<file path="src/hdl/vga_reg_pkg.sv">
/* Amplifier-side register map and host gain word for the VGA gain subsystem.
   Imported by the register block, the top level, the frame package and the testbench. */
`default_nettype none

package vga_reg_pkg;

  // width of the attenuation code in the gain control register
  localparam int ATTEN_BITS = 6;

  // amplifier register addresses are 7 bits wide on the SPI bus
  localparam int REG_ADDR_BITS = 7;

  // gain control register of the amplifier
  localparam logic [REG_ADDR_BITS-1:0] GAIN_REG_ADDR = 7'd2;

  // one channel's gain setting as the host sees it
  // power_down sits above the attenuation code, as in the amplifier register
  typedef struct packed {
    logic                  power_down;
    logic [ATTEN_BITS-1:0] atten;
  } gain_word_t;

  // shadow value after reset and for reads of a missing channel
  localparam gain_word_t GAIN_RESET = '0;

  // width of the host channel index
  // a single channel still gets one address bit
  function automatic int chan_bits(input int num_channels);
    if (num_channels > 1) begin
      return $clog2(num_channels);
    end
    return 1;
  endfunction

endpackage : vga_reg_pkg

`default_nettype wire

</file>
<file path="src/hdl/spi_frame_pkg.sv">
/* Layout of the 16-bit SPI frame sent to each amplifier.
   The union gives a raw view for the shifter and a gain view for frame building. */
`default_nettype none

package spi_frame_pkg;
  import vga_reg_pkg::*;

  // bits per SPI frame, MSB first on the wire
  localparam int FRAME_BITS = 16;

  // data byte of an amplifier register
  localparam int REG_DATA_BITS = 8;

  // rw bit value for a register write, reads are never issued
  localparam logic RW_WRITE = 1'b0;

  // generic register access as the amplifier decodes it
  typedef struct packed {
    logic                     rw;
    logic [REG_ADDR_BITS-1:0] reg_addr;
    logic [REG_DATA_BITS-1:0] reg_data;
  } raw_frame_t;

  // gain register access, data byte split into reserved bit and gain word
  typedef struct packed {
    logic                     rw;
    logic [REG_ADDR_BITS-1:0] reg_addr;
    logic                     rsvd;
    gain_word_t               gain;
  } gain_frame_t;

  // same 16 bits, two decodings
  typedef union packed {
    raw_frame_t  raw;
    gain_frame_t gain;
  } vga_frame_u;

endpackage : spi_frame_pkg

`default_nettype wire

</file>
<file path="src/hdl/vga_cmd_if.sv">
/* Command channel from the frame scheduler to the SPI master.
   Valid/ready handshake, one frame plus its target channel per transfer. */
`timescale 1ns/1ps
`default_nettype none

interface vga_cmd_if
  import vga_reg_pkg::*, spi_frame_pkg::*;
#(
  parameter int NUM_CHANNELS = 4
) ();

  localparam int CH_BITS = chan_bits(NUM_CHANNELS);

  // transfer on a clock edge with valid and ready both high
  logic               valid;
  logic               ready;
  vga_frame_u         frame;
  // index of the chip select to drive for this frame
  logic [CH_BITS-1:0] channel;

  // scheduler side
  modport src (output valid, output frame, output channel, input ready);

  // serial master side
  modport dst (input valid, input frame, input channel, output ready);

endinterface : vga_cmd_if

`default_nettype wire

</file>
<file path="src/hdl/vga_spi_master.sv">
/* Write-only SPI master for a bank of amplifiers with one chip select each.
   Divides clk into a free-running SCK and shifts 16-bit frames MSB first on falling SCK. */
`timescale 1ns/1ps
`default_nettype none

module vga_spi_master
  import vga_reg_pkg::*, spi_frame_pkg::*;
#(
  parameter int NUM_CHANNELS = 4,
  parameter int CLK_DIV      = 8
) (
  input  wire                      clk,
  input  wire                      reset,
  vga_cmd_if.dst                   cmd,
  output logic                     sck,
  output logic                     sdi,
  output logic [NUM_CHANNELS-1:0]  cs_n
);

  // sck toggles every CLK_DIV/2 system clocks
  localparam int HALF_DIV = CLK_DIV / 2;
  localparam int CNT_BITS = (HALF_DIV > 1) ? $clog2(HALF_DIV) : 1;
  localparam logic [CNT_BITS-1:0] CNT_MAX = CNT_BITS'(HALF_DIV - 1);

  localparam int CH_BITS      = chan_bits(NUM_CHANNELS);
  localparam int BIT_CNT_BITS = $clog2(FRAME_BITS);
  localparam logic [BIT_CNT_BITS-1:0] LAST_BIT = BIT_CNT_BITS'(FRAME_BITS - 1);

  typedef enum logic [1:0] {
    S_IDLE,
    S_SHIFT,
    S_FINISH
  } state_t;

  state_t                   state;
  logic [CNT_BITS-1:0]      div_cnt;
  logic                     sck_fall;
  logic [BIT_CNT_BITS-1:0]  bit_cnt;
  logic [FRAME_BITS-1:0]    shreg;
  logic [CH_BITS-1:0]       chan;
  raw_frame_t               load_frame;
  logic                     xfer;

  // clock divider, sck runs whether or not a frame is active
  always_ff @(posedge clk) begin
    if (reset) begin
      sck     <= 1'b0;
      div_cnt <= '0;
    end else if (div_cnt == CNT_MAX) begin
      sck     <= ~sck;
      div_cnt <= '0;
    end else begin
      div_cnt <= div_cnt + 1'b1;
    end
  end

  // true on the clk edge where sck goes from high to low
  assign sck_fall = sck && (div_cnt == CNT_MAX);

  // accept a command only between frames
  assign cmd.ready = (state == S_IDLE);
  assign xfer      = cmd.valid && cmd.ready;

  // raw view of the frame, rw forced to write so no amplifier ever drives back
  always_comb begin
    load_frame    = cmd.frame.raw;
    load_frame.rw = RW_WRITE;
  end

  // frame payload and target channel
  always_ff @(posedge clk) begin
    if (xfer) begin
      shreg <= load_frame;
      chan  <= cmd.channel;
    end else if (state == S_SHIFT && sck_fall) begin
      shreg <= {shreg[FRAME_BITS-2:0], 1'b0};
    end
  end

  always_ff @(posedge clk) begin
    if (reset) begin
      state   <= S_IDLE;
      bit_cnt <= '0;
      cs_n    <= '1;
      sdi     <= 1'b0;
    end else begin
      unique case (state)
        S_IDLE: begin
          if (xfer) begin
            state   <= S_SHIFT;
            bit_cnt <= '0;
          end
        end
        S_SHIFT: begin
          // first falling edge selects the amplifier and presents bit 15
          if (sck_fall) begin
            cs_n[chan] <= 1'b0;
            sdi        <= shreg[FRAME_BITS-1];
            bit_cnt    <= bit_cnt + 1'b1;
            if (bit_cnt == LAST_BIT) begin
              state <= S_FINISH;
            end
          end
        end
        S_FINISH: begin
          // last bit has been sampled on the rising edge before this one
          if (sck_fall) begin
            cs_n  <= '1;
            sdi   <= 1'b0;
            state <= S_IDLE;
          end
        end
        default: begin
          state <= S_IDLE;
          cs_n  <= '1;
        end
      endcase
    end
  end

endmodule : vga_spi_master

`default_nettype wire

</file>
<file path="src/flat_wrapper.sv">
// flat-port wrapper written by rule: the top's interface ports become plain ports
module vga_spi_master_flat import vga_reg_pkg::*, spi_frame_pkg::*;
#(
  parameter int NUM_CHANNELS = 4,
  parameter int CLK_DIV      = 8
)
  (clk, reset, sck, sdi, cs_n, cmd_valid, cmd_frame, cmd_channel, cmd_ready);
  vga_cmd_if #(.NUM_CHANNELS(NUM_CHANNELS)) cmd_i ();
  input  wire clk;
  input  wire reset;
  output logic sck;
  output logic sdi;
  output logic [NUM_CHANNELS-1:0] cs_n;
  input wire logic [$bits(cmd_i.valid)-1:0] cmd_valid;
  input wire logic [$bits(cmd_i.frame)-1:0] cmd_frame;
  input wire logic [$bits(cmd_i.channel)-1:0] cmd_channel;
  output wire logic [$bits(cmd_i.ready)-1:0] cmd_ready;
  assign cmd_i.valid = cmd_valid;
  assign cmd_i.frame = cmd_frame;
  assign cmd_i.channel = cmd_channel;
  assign cmd_ready = cmd_i.ready;
  vga_spi_master #(.NUM_CHANNELS(NUM_CHANNELS), .CLK_DIV(CLK_DIV)) u_core (.clk(clk), .reset(reset), .cmd(cmd_i), .sck(sck), .sdi(sdi), .cs_n(cs_n));
endmodule
</file>
<file path="config.mk">
export PLATFORM = sky130hd
export DESIGN_NAME = vga_spi_master_flat
export DESIGN_NICKNAME = d
export VERILOG_FILES = /design/src/hdl/vga_reg_pkg.sv /design/src/hdl/spi_frame_pkg.sv /design/src/hdl/vga_cmd_if.sv /design/src/hdl/vga_spi_master.sv /design/src/flat_wrapper.sv
export SDC_FILE = /design/constraint.sdc
export NUM_CORES = 1
export LEC_CHECK = 0
export ABC_AREA = 0
export BUFFER_PORTS_ARGS = -buffer_cell sky130_fd_sc_hd__buf_4
export CAP_MARGIN = 20
export CORE_MARGIN = 2
export CORE_UTILIZATION = 40
export DETAILED_ROUTE_END_ITERATION = 16
export RECOVER_POWER = 50
export SKIP_LAST_GASP = 1
export SLEW_MARGIN = 20
export SYNTH_ARGS = -nofsm -noshare
export SYNTH_HDL_FRONTEND = slang
export SYNTH_SLANG_ARGS = --single-unit
</file>
<file path="constraint.sdc">
create_clock -name clk -period 4.4 [get_ports clk]
set_input_delay 0.66 -clock clk [delete_from_list [all_inputs] [get_ports clk]]
set_output_delay 0.66 -clock clk [all_outputs]
set_load 0.02 [all_outputs]
</file>
; Word level (Yosys, flattened, before mapping)
; Cells that the tools add are included.
; Widths: inputs -> output; s select.
[op_classes]
addsub = 2
multipliers = 0
n_div = 0
n_lt_le_gt_ge = 2
eq_ne = 8
shifts = 0
mux = 18
n_bitwise = 4
n_reduce_logical = 13
[ops]
columns = operator, n
row1 = $mux 15, 2
row2 = $mux 4, 4
row3 = $pmux 4 s3, 1
row4 = $reduce_and 3->1, 3
row5 = $mux 2, 4
row6 = $pmux 4 s2, 1
row7 = $pmux 2 s3, 1
row8 = $reduce_bool 2->1, 3
row9 = $add 4x1->4 const B, 1
row10 = $and 4x4->4, 1
row11 = $eq 2x2->1 const B, 2
row12 = $eq 4x4->1 const B, 1
row13 = $logic_and 1x1->1, 4
row14 = $ne 2x1->1 const B, 2
row15 = $ne 2x2->1 const B, 2
row16 = $not 4->4, 1
row17 = $reduce_and 4->1, 1
row18 = $lt 2x3->1 const B, 1
row19 = $mux 1, 3
row20 = $add 2x1->2 const B, 1
row21 = $demux 1 s2, 1
row22 = $eq 2x1->1 const B, 1
row23 = $ge 2x1->1 const B, 1
row24 = $logic_not 2->1, 1
row25 = other kinds (3), 4
[word_totals]
ff_bits = 32
latchBits = 0
ramBits = 0
mem_bits_ro = 0
inputBits = 21
out_inout_bits = 7
elab_cells = 56
n_memories = 0

; Longest topological paths before layout
[depth]
depth_word = 8
mapped_depth = 5
depth_no_buf = 4

; Worst setup path after synthesis
; No wires, ideal clock.
[synth_path]
path_type = register to register
from = register u_core.div_cnt[0]
to = register u_core.shreg[0] (enable)
setup_time_ns = 0.395
arrival_ns = 1.649
required_ns = 4.005
slack_ns = 2.356
stages_incl_launch_ff = 5
n_path_buf = 1
period_less_slack_ns = 2.044
path_cell_list = dfxtp_1 > ha_1 > buf_2 > nand3_1 > a21oi_1
[synth_between]
elab_chain_cells = 4
[synth_lines]
columns = element, line_no
row1 = "start, declared", vga_spi_master.sv:36  ; logic [CNT_BITS-1:0] div_cnt;
row2 = "start signal, assigned", vga_spi_master.sv:53  ; div_cnt <= div_cnt + 1'b1;
row3 = $eq 2x2->1, vga_spi_master.sv:58  ; assign sck_fall = sck && (div_cnt == CNT_MAX);
row4 = $logic_and 1x1->1, vga_spi_master.sv:58
row5 = $logic_and 1x1->1, vga_spi_master.sv:75  ; end else if (state == S_SHIFT && sck_fall) begin
row6 = $reduce_bool 2->1 (no source line), n/a
row7 = "end signal, assigned", vga_spi_master.sv:73  ; shreg <= load_frame;
row8 = "end signal, assigned", vga_spi_master.sv:76  ; shreg <= {shreg[FRAME_BITS-2:0], 1'b0};
row9 = "end, declared", vga_spi_master.sv:39  ; logic [FRAME_BITS-1:0] shreg;
; No other way between the ends.
; A chain may end at the register's enable or synchronous reset.

; Worst setup path after layout
[layout_path]
from = register u_core.div_cnt[0]
to = register u_core.shreg[14] (enable)
; The elaborated chain is that of the path after synthesis.

==> flow_summary.toml <==
[clock_tree]
post-cts-setup-buffers = 0
clockBufferDepth = 2
root_buffer = "clkbuf_4"
clock-sinks = 32
cts_resized = 0
ctsHoldBuffers = 0
insertion_delay_ps = 330
htree_levels = 2
cts_tree = "yes"
cts_made_buffers = 5
clk_pin_slew_ps = 90

[logic_synthesis]
ys_types = 37
synth_area_per_cell_um2 = 12.6
yosysTopAreaCellShare_pct = 35.7
synth_cells = 114
yosysTopAreaCell = "edfxtp_1"
syn_area_um2 = 1430
synthArstFlopShare_pct = 0
ys.warnings.count = 0
seq_area_frac_synth_pct = 56.6
synth_nets = 137
synth_seq_cells = 32
synthTopCellsByArea = "edfxtp_1, dfxtp_1, mux2_2"
synth-edff-count = 17
synth_top_flop_cell = "edfxtp_1"

[cells_and_area]
drive_gt1_share_pct = 31.0
area.sequential_um2 = 811
syn_to_final_growth_pct = 15.6
multi_input_area_um2 = 549
stdcell_count = 188
n_antenna_cell = 0
final_nets = 164
fill_cells = 315

[worst_setup_path]
arrival_ps = 2070
crit_required_ps = 4370
max_stage_delay_ps = 670
crit_fanout = 16
cp_cell_sequence = "ha_1 -> nand3_1 -> a21oi_1 -> clkbuf_1"
endpoint_kind = "flip-flop"
worstSetupPathType = "flip-flop to flip-flop"
crit_slowest_cell = "clkbuf_1"
crit_family = "buffers and inverters"
critPathBufInv = 1
cp-start-kind = "flip-flop"

[route]
drt_wl_total_mm = 2.31
ant_nets = 0
route.detailed.drc = 0
wl_per_cell_um = 12.3
vias_per_cell = 5.10
drtIter0Drc = 50
drt_pass1_iterations = 4
dr_total_vias = 959

[floorplanning]
dieHeight_um = 63.8
ios = 28
fp.coreArea_um2 = 3390
initial_core_util_pct = 42.2
die-width_um = 63.8
die_area_um2 = 4070
num_rows = 21

[global_routing]
grt_use_total_pct = 13.4
grt_pass1_vias = 978
antenna_found_initial = 0
grt_pass1_wl_mm = 4.18
grt_max_degree = 20
globalRouteOverflowTotal = 0

[power]
clockPowerShare_pct = 28.2
leakage_nw = 0.622
p_int_mw = 0.427
swShare_pct = 23.1
p_sw_mw = 0.128
comb_power_share_pct = 10.3
pwr-share-seq_pct = 61.5
power_density_nw_per_um2 = 336
irDropWorstVdd_mv = 0.163

[sta]
finalHoldViolations = 0
setup_tns_ps = 0
slew_viol_final = 0
relSlewSlack_pct = 42.4
tightest_slew_ps = 863
max_freq_ghz = 0.476
finalSetupViolCount = 0
rsz0062_at_grt = "no"
fin_skew_ps = 4.47
final.setup.worst_slack_ps = 2300
fin_crit_sh_pct = 47.8
finalCriticalPeriod_ps = 2100

[worst_hold_path]
hp-class = "flip-flop to flip-flop"

[run_status]
status = "finished, final reports clean"

[placement]
port-buffer-count = 26
globalplace.congestion = 0.753
post-place-ws_ps = 2200
dp_hpwl_mm = 1.61
dpl.cell_count = 180

[run]
drv_cap = 0
==> power groups by stage <==
stage / sequential (mW) / combinational [mW] / clock, mW
after floorplan: 0.345 / 0.0437 / 0
after global placement: 0.348 / 0.0579 / 0
after detailed placement: 0.348 / 0.0596 / 0
after CTS: 0.342 / 0.0599 / 0.162
after global routing: 0.344 / 0.0641 / 0.174
final: 0.342 / 0.0571 / 0.156
==> worst paths after layout <==
path                                      from                            to  slack [ps]  cells after the start
hold / removal    u_core.div_cnt[0]$_SDFF_PP0_  u_core.div_cnt[0]$_SDFF_PP0_         440                      1
hold reg to reg   u_core.div_cnt[0]$_SDFF_PP0_  u_core.div_cnt[0]$_SDFF_PP0_         440                      1
setup / recovery  u_core.div_cnt[0]$_SDFF_PP0_    u_core.shreg[14]$_DFFE_PP_        2300                      4
setup reg to reg  u_core.div_cnt[0]$_SDFF_PP0_    u_core.shreg[14]$_DFFE_PP_        2300                      4
==> sequential cells by signal, summed over array words and instances (netlist names) <==
signal	count
u_core.sdi	1
u_core.shreg	16
u_core.sck	1
u_core.bit_cnt	4
u_core.state	2
u_core.chan	2
u_core.cs_n	4
u_core.div_cnt	2
==> stage by stage <==
stage / area, µm² / util [%] / hold WS [ps] / power [mW]
floorplan: 1430 / - / 404 / 0.388
global placement: 1640 / 48.2 / 412 / 0.406
detailed placement: 1640 / 48.2 / 426 / 0.408
CTS: 1680 / 49.7 / 439 / 0.564
global route: 1650 / 48.8 / 476 / 0.582
finish: 1650 / 48.8 / 436 / 0.555
==> synth_stat cells (all sizes together) (3+ instances only) <==
cell type / n
a21oi: 12
buf: 6
dfxtp: 15
edfxtp: 17
mux2: 14
nand2: 3
nand3: 5
nor2: 5
o21ai: 4
==> kinds of logic after synthesis <==
kind of cell	count (synthesis)	synth area share, %
XOR/XNOR	2	1.22
buffers and inverters	9	4.46
AO/OA/AOI/OAI	23	9.79
AND/OR/NAND/NOR	30	13.7
adder cells (fa/ha/maj)	2	1.75
multiplexers	16	12.4
flip-flops	32	56.6
==> per-layer routing <==
metal	vias to the layer above	share of wire [%]	track usage, %
li1	471	-	-
met1	452	41	15.2
met2	29	49	21.5
met3	7	7.5	5.99
met4	0	2.2	6.52
met5	-	0	0
==> layout by cell type, fill, tap and decap left out, types with 3 or more instances in the layout <==
cell,count
buf_4,19
edfxtp_1,17
dfxtp_1,15
mux2_2,14
a21oi_1,12
clkbuf_1,8
clkbuf_4,7
nor2_1,5
nand3_1,5
o21ai_0,4
nand2_1,3
==> cell type report <==
| class | instances | share of cell area (%) |
|---|---|---|
| clock inverter | 1 | 0.227 |
| tap | 46 | 3.48 |
| sequential | 32 | 49.0 |
| inverter | 2 | 0.454 |
| clock buffer | 7 | 2.72 |
| multi-input combinational | 73 | 33.2 |
| timing repair buffer | 27 | 10.9 |
No activity file was read; power rests on OpenSTA's default activity.
